===== config.mk =====
export PLATFORM = sky130hd
export DESIGN_NAME = fpuTop
export DESIGN_NICKNAME = d
export VERILOG_FILES = /design/src/fpTypes.sv /design/src/fpClassifier.sv /design/src/fpComparator.sv /design/src/fpExecute.sv /design/src/fpHandshake.sv /design/src/fpSignUnit.sv /design/src/fpuTop.sv
export VERILOG_INCLUDE_DIRS = /design/src
export SDC_FILE = /design/constraint.sdc
export NUM_CORES = 1
export LEC_CHECK = 0
export ABC_CLOCK_PERIOD_IN_PS = 6200
export BUFFER_PORTS_ARGS = -buffer_cell sky130_fd_sc_hd__buf_4
export CELL_PAD_IN_SITES_DETAIL_PLACEMENT = 1
export CELL_PAD_IN_SITES_GLOBAL_PLACEMENT = 1
export CORE_MARGIN = 2
export CORE_UTILIZATION = 43
export DETAILED_ROUTE_END_ITERATION = 10
export PLACE_DENSITY_LB_ADDON = 0.1
export SKIP_LAST_GASP = 1
export SLEW_MARGIN = 20
export SYNTH_ARGS = -nofsm -noshare
export SYNTH_HDL_FRONTEND = slang
export SYNTH_SLANG_ARGS = --single-unit
export TNS_END_PERCENT = 5

===== constraint.sdc =====
create_clock -name clk -period 6.2 [get_ports clk]
set_input_delay 0.62 -clock clk [delete_from_list [all_inputs] [get_ports clk]]
set_output_delay 0.62 -clock clk [all_outputs]
set_load 0.03 [all_outputs]

===== src/fpu_settings.svh =====
// single-precision FPU settings
// data widths, canonical NaN and flag bit positions
`ifndef FPU_SETTINGS_SVH
`define FPU_SETTINGS_SVH

`define FPU_XLEN        32            // integer and raw FP word width
`define FPU_CLASS_BITS  10            // one-hot FCLASS result width
`define FPU_CANON_NAN   32'h7fc00000  // canonical quiet NaN
`define FPU_FLAG_NV     4             // invalid operation, flags are NV DZ OF UF NX

`endif


===== src/fpTypes.sv =====
// fpTypes package
// word, flag and class vectors plus the op and FSM encodings of the FPU
`default_nettype none

`include "fpu_settings.svh"

package fpTypes;

    typedef logic [`FPU_XLEN-1:0]       word_t;     // integer or raw FP word
    typedef logic [4:0]                 fflags_t;   // NV DZ OF UF NX
    typedef logic [`FPU_CLASS_BITS-1:0] fpClass_t;  // one-hot, neg inf at bit 0

    // values 11 to 15 are illegal
    typedef enum logic [3:0] {
        FpOp_MvXW  = 4'd0,
        FpOp_MvWX  = 4'd1,
        FpOp_Class = 4'd2,
        FpOp_Sgnj  = 4'd3,
        FpOp_Sgnjn = 4'd4,
        FpOp_Sgnjx = 4'd5,
        FpOp_Eq    = 4'd6,
        FpOp_Lt    = 4'd7,
        FpOp_Le    = 4'd8,
        FpOp_Min   = 4'd9,
        FpOp_Max   = 4'd10
    } fpOp_t;

    typedef enum logic [1:0] {
        Sgnj  = 2'd0,
        Sgnjn = 2'd1,
        Sgnjx = 2'd2
    } fpSignCmd_t;

    typedef enum logic [2:0] {
        Eq  = 3'd0,
        Lt  = 3'd1,
        Le  = 3'd2,
        Min = 3'd3,
        Max = 3'd4
    } fpCmpCmd_t;

    typedef enum logic [1:0] {
        HsIdle = 2'd0,
        HsExec = 2'd1,
        HsAck  = 2'd2
    } hsState_t;

endpackage

`default_nettype wire


===== src/fpClassifier.sv =====
// FP classifier
// ten-way one-hot FCLASS decode of a single-precision value
`timescale 1ns/10ps
`default_nettype none

module fpClassifier (
    input  wire fpTypes::word_t value,
    output fpTypes::fpClass_t   fpClass
);

    logic        sign;
    logic [7:0]  exponent;
    logic [22:0] fraction;
    logic        expZero;
    logic        expOnes;
    logic        fracZero;
    logic        finiteNormal;
    logic        isNan;

    assign sign     = value[31];
    assign exponent = value[30:23];
    assign fraction = value[22:0];

    assign expZero      = (exponent == 8'h00);
    assign expOnes      = (exponent == 8'hff);
    assign fracZero     = (fraction == 23'h0);
    assign finiteNormal = ~expZero & ~expOnes;
    assign isNan        = expOnes & ~fracZero;

    assign fpClass[0] = sign & expOnes & fracZero;      // -inf
    assign fpClass[1] = sign & finiteNormal;            // -normal
    assign fpClass[2] = sign & expZero & ~fracZero;     // -subnormal
    assign fpClass[3] = sign & expZero & fracZero;      // -0
    assign fpClass[4] = ~sign & expZero & fracZero;     // +0
    assign fpClass[5] = ~sign & expZero & ~fracZero;    // +subnormal
    assign fpClass[6] = ~sign & finiteNormal;           // +normal
    assign fpClass[7] = ~sign & expOnes & fracZero;     // +inf

    // NaN classes ignore the sign bit
    assign fpClass[8] = isNan & ~fraction[22];          // signaling
    assign fpClass[9] = isNan & fraction[22];           // quiet

endmodule

`default_nettype wire


===== src/fpComparator.sv =====
// FP comparator
// FEQ, FLT, FLE, FMIN and FMAX with NaN handling and the invalid flag
`timescale 1ns/10ps
`default_nettype none

`include "fpu_settings.svh"

module fpComparator (
    input  wire fpTypes::fpCmpCmd_t cmpCmd,
    input  wire fpTypes::word_t     fpSrc1,
    input  wire fpTypes::word_t     fpSrc2,
    output fpTypes::word_t          intResult,
    output fpTypes::word_t          fpResult,
    output fpTypes::fflags_t        flags
);

    logic        sign1;
    logic        sign2;
    logic [30:0] mag1;
    logic [30:0] mag2;
    logic        nan1;
    logic        nan2;
    logic        anyNan;
    logic        anySnan;
    logic        bothZero;
    logic        equal;
    logic        lessTotal;  // -0 ordered below +0
    logic        less;       // IEEE order, zeros equal

    assign sign1 = fpSrc1[31];
    assign sign2 = fpSrc2[31];
    assign mag1  = fpSrc1[30:0];
    assign mag2  = fpSrc2[30:0];

    assign nan1 = (fpSrc1[30:23] == 8'hff) && (fpSrc1[22:0] != 23'h0);
    assign nan2 = (fpSrc2[30:23] == 8'hff) && (fpSrc2[22:0] != 23'h0);

    assign anyNan  = nan1 | nan2;
    assign anySnan = (nan1 & ~fpSrc1[22]) | (nan2 & ~fpSrc2[22]);  // quiet bit clear

    assign bothZero = (mag1 == 31'h0) && (mag2 == 31'h0);
    assign equal    = (fpSrc1 == fpSrc2) || bothZero;

    // sign-magnitude order, larger magnitude is smaller when negative
    always_comb begin
        if (sign1 != sign2) begin
            lessTotal = sign1;
        end else if (sign1) begin
            lessTotal = mag1 > mag2;
        end else begin
            lessTotal = mag1 < mag2;
        end
    end

    assign less = lessTotal & ~bothZero;

    always_comb begin
        intResult = '0;
        fpResult  = '0;
        flags     = '0;
        case (cmpCmd)
            fpTypes::Eq: begin
                intResult[0]            = ~anyNan & equal;
                flags[`FPU_FLAG_NV]     = anySnan;  // quiet compare
            end
            fpTypes::Lt: begin
                intResult[0]            = ~anyNan & less;
                flags[`FPU_FLAG_NV]     = anyNan;   // signaling compare
            end
            fpTypes::Le: begin
                intResult[0]            = ~anyNan & (less | equal);
                flags[`FPU_FLAG_NV]     = anyNan;
            end
            fpTypes::Min, fpTypes::Max: begin
                if (nan1 && nan2) begin
                    fpResult = `FPU_CANON_NAN;
                end else if (nan1) begin
                    fpResult = fpSrc2;
                end else if (nan2) begin
                    fpResult = fpSrc1;
                end else if (lessTotal ^ (cmpCmd == fpTypes::Max)) begin
                    fpResult = fpSrc1;
                end else begin
                    fpResult = fpSrc2;
                end
                flags[`FPU_FLAG_NV] = anySnan;
            end
            default: begin
                flags = '0;  // no operation selected
            end
        endcase
    end

endmodule

`default_nettype wire


===== src/fpExecute.sv =====
// FP execute block
// decodes the op, runs sign, compare and classify units, muxes results and flags
`timescale 1ns/10ps
`default_nettype none

module fpExecute (
    input  wire fpTypes::fpOp_t op,
    input  wire fpTypes::word_t intSrc,
    input  wire fpTypes::word_t fpSrc1,
    input  wire fpTypes::word_t fpSrc2,
    output fpTypes::word_t      intResult,
    output fpTypes::word_t      fpResult,
    output logic                writeFlags,
    output fpTypes::fflags_t    flagsValue
);

    fpTypes::fpSignCmd_t signCmd;
    fpTypes::fpCmpCmd_t  cmpCmd;
    fpTypes::word_t      signFpResult;
    fpTypes::word_t      cmpIntResult;
    fpTypes::word_t      cmpFpResult;
    fpTypes::fflags_t    cmpFlags;
    fpTypes::fpClass_t   classBits;

    // sub-commands, don't care when the unit is not selected
    always_comb begin
        case (op)
            fpTypes::FpOp_Sgnjn: signCmd = fpTypes::Sgnjn;
            fpTypes::FpOp_Sgnjx: signCmd = fpTypes::Sgnjx;
            default:             signCmd = fpTypes::Sgnj;
        endcase
    end

    always_comb begin
        case (op)
            fpTypes::FpOp_Lt:  cmpCmd = fpTypes::Lt;
            fpTypes::FpOp_Le:  cmpCmd = fpTypes::Le;
            fpTypes::FpOp_Min: cmpCmd = fpTypes::Min;
            fpTypes::FpOp_Max: cmpCmd = fpTypes::Max;
            default:           cmpCmd = fpTypes::Eq;
        endcase
    end

    fpSignUnit signUnit_i (
        .signCmd  (signCmd),
        .fpSrc1   (fpSrc1),
        .fpSrc2   (fpSrc2),
        .fpResult (signFpResult)
    );

    fpComparator comparator_i (
        .cmpCmd    (cmpCmd),
        .fpSrc1    (fpSrc1),
        .fpSrc2    (fpSrc2),
        .intResult (cmpIntResult),
        .fpResult  (cmpFpResult),
        .flags     (cmpFlags)
    );

    fpClassifier classifier_i (
        .value   (fpSrc1),
        .fpClass (classBits)
    );

    always_comb begin
        intResult  = '0;
        fpResult   = '0;
        writeFlags = 1'b0;
        flagsValue = '0;
        case (op)
            fpTypes::FpOp_MvXW: intResult = fpSrc1;  // raw bits to integer side
            fpTypes::FpOp_MvWX: fpResult  = intSrc;  // raw bits to FP side
            fpTypes::FpOp_Class: intResult = fpTypes::word_t'(classBits);
            fpTypes::FpOp_Sgnj, fpTypes::FpOp_Sgnjn, fpTypes::FpOp_Sgnjx: begin
                fpResult = signFpResult;
            end
            fpTypes::FpOp_Eq, fpTypes::FpOp_Lt, fpTypes::FpOp_Le,
            fpTypes::FpOp_Min, fpTypes::FpOp_Max: begin
                intResult  = cmpIntResult;
                fpResult   = cmpFpResult;
                writeFlags = 1'b1;
                flagsValue = cmpFlags;
            end
            default: writeFlags = 1'b0;  // illegal codes give all zeros
        endcase
    end

endmodule

`default_nettype wire


===== src/fpHandshake.sv =====
// FPU handshake controller
// four-phase req/ack, captures operands and registers execute results
`timescale 1ns/10ps
`default_nettype none

module fpHandshake (
    input  wire                   clk,
    input  wire                   arstN,
    input  wire                   req,
    input  wire fpTypes::fpOp_t   op,
    input  wire fpTypes::word_t   intSrc,
    input  wire fpTypes::word_t   fpSrc1,
    input  wire fpTypes::word_t   fpSrc2,
    output logic                  ack,
    output fpTypes::fpOp_t        opReg,
    output fpTypes::word_t        intSrcReg,
    output fpTypes::word_t        fpSrc1Reg,
    output fpTypes::word_t        fpSrc2Reg,
    input  wire fpTypes::word_t   exIntResult,
    input  wire fpTypes::word_t   exFpResult,
    input  wire                   exWriteFlags,
    input  wire fpTypes::fflags_t exFlags,
    output fpTypes::word_t        intResult,
    output fpTypes::word_t        fpResult,
    output logic                  writeFlags,
    output fpTypes::fflags_t      flagsValue
);

    fpTypes::hsState_t state;
    logic              capture;

    assign capture = (state == fpTypes::HsIdle) && req;

    // operand registers, loaded when an idle unit sees req
    always_ff @(posedge clk) begin
        if (capture) begin
            opReg     <= op;
            intSrcReg <= intSrc;
            fpSrc1Reg <= fpSrc1;
            fpSrc2Reg <= fpSrc2;
        end
    end

    always_ff @(posedge clk or negedge arstN) begin
        if (!arstN) begin
            state      <= fpTypes::HsIdle;
            ack        <= 1'b0;
            intResult  <= '0;
            fpResult   <= '0;
            writeFlags <= 1'b0;
            flagsValue <= '0;
        end else begin
            case (state)
                fpTypes::HsIdle: begin
                    if (capture) begin
                        state <= fpTypes::HsExec;
                    end
                end
                fpTypes::HsExec: begin
                    state      <= fpTypes::HsAck;
                    ack        <= 1'b1;
                    intResult  <= exIntResult;   // only load point, held through ack
                    fpResult   <= exFpResult;
                    writeFlags <= exWriteFlags;
                    flagsValue <= exFlags;
                end
                fpTypes::HsAck: begin
                    if (!req) begin
                        state <= fpTypes::HsIdle;
                        ack   <= 1'b0;
                    end
                end
                default: begin
                    state <= fpTypes::HsIdle;
                    ack   <= 1'b0;
                end
            endcase
        end
    end

endmodule

`default_nettype wire


===== src/fpSignUnit.sv =====
// FP sign unit
// FSGNJ, FSGNJN and FSGNJX on the magnitude of source 1
`timescale 1ns/10ps
`default_nettype none

module fpSignUnit (
    input  wire fpTypes::fpSignCmd_t signCmd,
    input  wire fpTypes::word_t      fpSrc1,
    input  wire fpTypes::word_t      fpSrc2,
    output fpTypes::word_t           fpResult
);

    logic sign1;
    logic sign2;
    logic newSign;

    assign sign1 = fpSrc1[31];
    assign sign2 = fpSrc2[31];

    always_comb begin
        case (signCmd)
            fpTypes::Sgnj: begin
                newSign = sign2;          // copy sign of src2
            end
            fpTypes::Sgnjn: begin
                newSign = ~sign2;         // inverted sign of src2
            end
            fpTypes::Sgnjx: begin
                newSign = sign1 ^ sign2;  // product of both signs
            end
            default: begin
                newSign = sign1;          // unused code, keep src1 as is
            end
        endcase
    end

    // exponent and fraction untouched, so NaN payloads pass through
    assign fpResult = {newSign, fpSrc1[30:0]};

endmodule

`default_nettype wire


===== src/fpuTop.sv =====
// FPU integer-side unit top level
// connects the req/ack controller to the combinational execute block
`timescale 1ns/10ps
`default_nettype none

module fpuTop (
    input  wire                 clk,
    input  wire                 arstN,
    input  wire                 req,
    input  wire fpTypes::fpOp_t op,
    input  wire fpTypes::word_t intSrc,
    input  wire fpTypes::word_t fpSrc1,
    input  wire fpTypes::word_t fpSrc2,
    output logic                ack,
    output fpTypes::word_t      intResult,
    output fpTypes::word_t      fpResult,
    output logic                writeFlags,
    output fpTypes::fflags_t    flagsValue
);

    fpTypes::fpOp_t   opReg;
    fpTypes::word_t   intSrcReg;
    fpTypes::word_t   fpSrc1Reg;
    fpTypes::word_t   fpSrc2Reg;
    fpTypes::word_t   exIntResult;
    fpTypes::word_t   exFpResult;
    logic             exWriteFlags;
    fpTypes::fflags_t exFlags;

    fpHandshake handshake_i (
        .clk          (clk),
        .arstN        (arstN),
        .req          (req),
        .op           (op),
        .intSrc       (intSrc),
        .fpSrc1       (fpSrc1),
        .fpSrc2       (fpSrc2),
        .ack          (ack),
        .opReg        (opReg),
        .intSrcReg    (intSrcReg),
        .fpSrc1Reg    (fpSrc1Reg),
        .fpSrc2Reg    (fpSrc2Reg),
        .exIntResult  (exIntResult),
        .exFpResult   (exFpResult),
        .exWriteFlags (exWriteFlags),
        .exFlags      (exFlags),
        .intResult    (intResult),
        .fpResult     (fpResult),
        .writeFlags   (writeFlags),
        .flagsValue   (flagsValue)
    );

    fpExecute execute_i (
        .op         (opReg),
        .intSrc     (intSrcReg),
        .fpSrc1     (fpSrc1Reg),
        .fpSrc2     (fpSrc2Reg),
        .intResult  (exIntResult),
        .fpResult   (exFpResult),
        .writeFlags (exWriteFlags),
        .flagsValue (exFlags)
    );

endmodule

`default_nettype wire


==> flow_metrics.py <==
metrics = {
    "synthesis": {
        "synthFlopType": "edfxtp_1",
        "share_of_the_synthesized_area_in_compound_gates_ao_oa_aoi_oai": 0.159,
        "synth_top_cell_area_share": 0.381,
        "post_synth_num_cell_types": 58,
        "synth.yosys.warnings": 0,
        "ys_seq_elements": 169,
        "synth_top_family_by_area": "compound AO/OA/AOI/OAI gates",
        "syn-cell-area_um2": 7880,
        "post_synth.cell_area_avg_um2": 11.5,
        "synth_simple_gate_area_frac": 0.136,
        "fraction_of_synthesized_area_in_multiplexers": 0.00254,
        "synthDominantAreaCellType": "edfxtp_1",
        "post_synth_xor_area_fraction": 0.00222,
        "post-synth-top-count-cell": "edfxtp_1",
        "synth_adder_area_share": 0.0492,
        "async_set_reset_flop_share_out_of_synthesis": 0.408,
        "synth_top_cells_by_area": "edfxtp_1, dfrtp_1, ha_1, o221ai_2, nand2_1",
        "synth_edf_count": 100,
        "number_of_instances_in_the_synthesized_netlist": 687,
        "synth_seq_area_share": 0.600,
        "most_numerous_cell_types_in_the_synthesized_netlist": "edfxtp_1, dfrtp_1, nand2_1",
    },
    "min_path": {
        "holdCritPathClass": "input pin to asynchronous set/reset pin",
    },
    "grt": {
        "grt_util_all_layers": 0.257,
        "maximum_number_of_pins_on_one_net_before_global_route_repair": 70,
        "grt_pass1_vias": 6681,
        "grt_pass1_wl_um": 38400,
        "grt.overflow.total": 0,
        "grt_antenna_before_repair": 0,
    },
    "timing": {
        "slew_violations": 0,
        "finalHoldViolCount": 0,
        "final_setup_violation_count": 0,
        "relSlewSlack": 0.329,
        "post-route-period-util": 0.540,
        "clock.fmax_mhz": 299,
        "post-route-min-period_ns": 3.35,
        "finClkSkew_ns": 0.0160,
        "final.hold.worst_slack_ns": 0.294,
        "setup_total_negative_slack_ns": 0,
        "worst-slew-pin-transition_ns": 1.01,
        "setup_repair_after_global_routing_missed_its_margin": "no",
    },
    "setup_path": {
        "nature_of_the_critical_path_startpoint": "register",
        "maximum_fanout_along_the_worst_path": 25,
        "critical_path.endpoint_type": "register",
        "critical_path.reg2reg.endpoint": "handshake_i.fpResult[1]$_DFFE_PN0P_",
        "r2r_slack_ns": 2.85,
        "worst_setup_path_startpoint": "handshake_i.fpSrc1Reg[22]$_DFFE_PP_",
        "r2r_cells": 9,
        "endpoint": "handshake_i.fpResult[1]$_DFFE_PN0P_",
        "path_type_of_the_worst_setup_path": "register to register",
        "critPathRequiredTime_ns": 6.50,
        "worst_r2r_startpoint": "handshake_i.fpSrc1Reg[22]$_DFFE_PP_",
        "arrival_time_at_the_worst_endpoint_ns": 3.65,
    },
    "floorplan": {
        "coreArea_um2": 18000,
        "initial_utilization": 0.439,
        "dieHeight_um": 139,
        "die_w_um": 139,
        "io_pins": 174,
        "std_cell_rows": 49,
        "design.die.area_um2": 19400,
    },
    "clock_network": {
        "clkLatencyLatePin_ns": 0.45,
        "tritoncts_num_sinks": 169,
        "cts_hold_repair.buffers": 0,
        "htreeDepth": 4,
        "clkTransAtPathRegs_ns": 0.07,
        "cts_buffer_depth": 2,
        "cts_root_buffer": "clkbuf_16",
        "cts.repair.resized": 0,
        "cts_setup_buffers": 0,
        "cts_made_buffers": 17,
        "tritoncts_clock_tree": "built",
    },
    "detailed_routing": {
        "post_drt_wl_per_cell_um": 22.2,
        "routed_wirelength_um": 24300,
        "route.layer.met1.wl_um": 10400,
        "vias": 6309,
        "viasPerCell": 5.77,
        "route.antenna.remaining_nets": 0,
        "highest-signal-layer": "met4",
        "drt_first_pass_iters": 5,
        "met3_length_um": 1390,
        "wl_met2_um": 12100,
        "post-route-drc-count": 0,
        "detailedRoute.firstIterationViolations": 307,
    },
    "place": {
        "place_congestion": 0.867,
        "detailed_place_hpwl_um": 17000,
        "number_of_buffers_added_on_ports": 169,
    },
    "final_layout": {
        "layout.filler_cells": 1921,
        "drive_gt1_frac": 0.281,
        "num_antenna_cells": 0,
        "fin_nets": 985,
        "area_growth_pct": 26.4,
    },
    "pwr": {
        "power_per_standard_cell_area_nw_per_um2": 432,
        "static-leakage-power_nw": 4.36,
        "irDropWorstVdd_v": 0.000327,
    },
    "outcome": {
        "status": "complete, no violations",
    },
    "job": {
        "maxcap_viol_count": 0,
    },
}
-- per-layer routing --
metal  GRT usage  up-vias
met1       0.339     3186
met4      0.0819        0
met5           0        -
li1            -     2846
met2       0.427      241
met3      0.0523       36
-- how the worst min path moves through the flow --
stage	end	start	slack [ns]	cells after the start
2_1_floorplan	handshake_i.ack$_DFFE_PN0P_	arstN	0.32	0
3_3_place_gp	handshake_i.intResult[19]$_DFFE_PN0P_	handshake_i.intResult[19]$_DFFE_PN0P_	0.45	2
3_5_place_dp	handshake_i.intResult[29]$_DFFE_PN0P_	handshake_i.intResult[29]$_DFFE_PN0P_	0.46	2
4_1_cts	handshake_i.fpSrc2Reg[14]$_DFFE_PP_	fpSrc2[14]	0.33	1
5_1_grt	handshake_i.fpSrc2Reg[1]$_DFFE_PP_	fpSrc2[1]	0.33	1
6_report	handshake_i.state[0]$_DFFE_PN0P_	arstN	0.29	1
-- cells by family after synthesis --
family,Yosys count
XOR/XNOR,2
multiplexers,2
flip-flops,169
AO/OA/AOI/OAI,165
buffers and inverters,97
adder cells (fa/ha/maj),31
AND/OR/NAND/NOR,220
other,1
-- final cells by class --
class / instances / area (µm²) / area share
repair buffers: 178 / 1340 / 0.134
flip-flops and latches: 169 / 4730 / 0.475
well taps: 229 / 287 / 0.0288
inverters: 61 / 229 / 0.0230
clock inverters: 14 / 149 / 0.0149
multi-input cells: 424 / 2790 / 0.280
clock buffers: 18 / 439 / 0.0441
-- report_power, final --
group          switching [mW]  internal [mW]
logic                   0.934          0.541
clock network           0.515          0.549
registers               0.249           1.52
total                    1.70           2.61
-- critical path, cell delays in order (launching register included) --
cell and delay [ns]:
edfxtp_1 0.57, ha_1 0.40, a21oi_1 0.14, o21ai_0 0.12
a221oi_2 0.36, nand3_1 0.16, o21a_4 0.26, a211oi_4 0.46
o31a_4 0.51, o221ai_1 0.19
-- registers in the layout, indices dropped and copies added, names as in the netlist --
register and cells:
handshake_i.opReg 4, handshake_i.fpResult 32, handshake_i.intSrcReg 32, handshake_i.fpSrc2Reg 32, handshake_i.intResult 32, handshake_i.writeFlags 1, handshake_i.state 2, handshake_i.flagsValue 1
handshake_i.fpSrc1Reg 32, handshake_i.ack 1
-- stage by stage --
stage | area, µm² | worst slack (ns) | util | power [mW] | std cells
final | 9960 | 2.85 | 0.555 | 4.31 | 1093
after global routing | 9960 | 2.64 | 0.555 | 4.53 | 1093
after CTS | 9960 | 2.83 | 0.555 | 4.34 | 1093
after detailed placement | 9380 | 2.87 | 0.522 | 3.26 | 1061
after global placement | 9380 | 2.95 | 0.522 | 3.20 | 1061
after floorplan | 7900 | 0.763 | - | 2.68 | 690
-- placed cells by master, fill, tap and decap left out, types with 17 or more instances in the layout --
master / Yosys / routed
edfxtp_1: 100 / 100
inv_1: 61 / 61
a21oi_1: 49 / 49
o21ai_0: 39 / 39
dfrtp_1: 69 / 69
clkbuf_16: 0 / 17
buf_4: 4 / 178
nand3_1: 26 / 26
nor2_1: 54 / 53
ha_1: 31 / 31
o221ai_2: 17 / 17
nand2_1: 66 / 65
No activity file was read; power rests on OpenSTA's default activity.
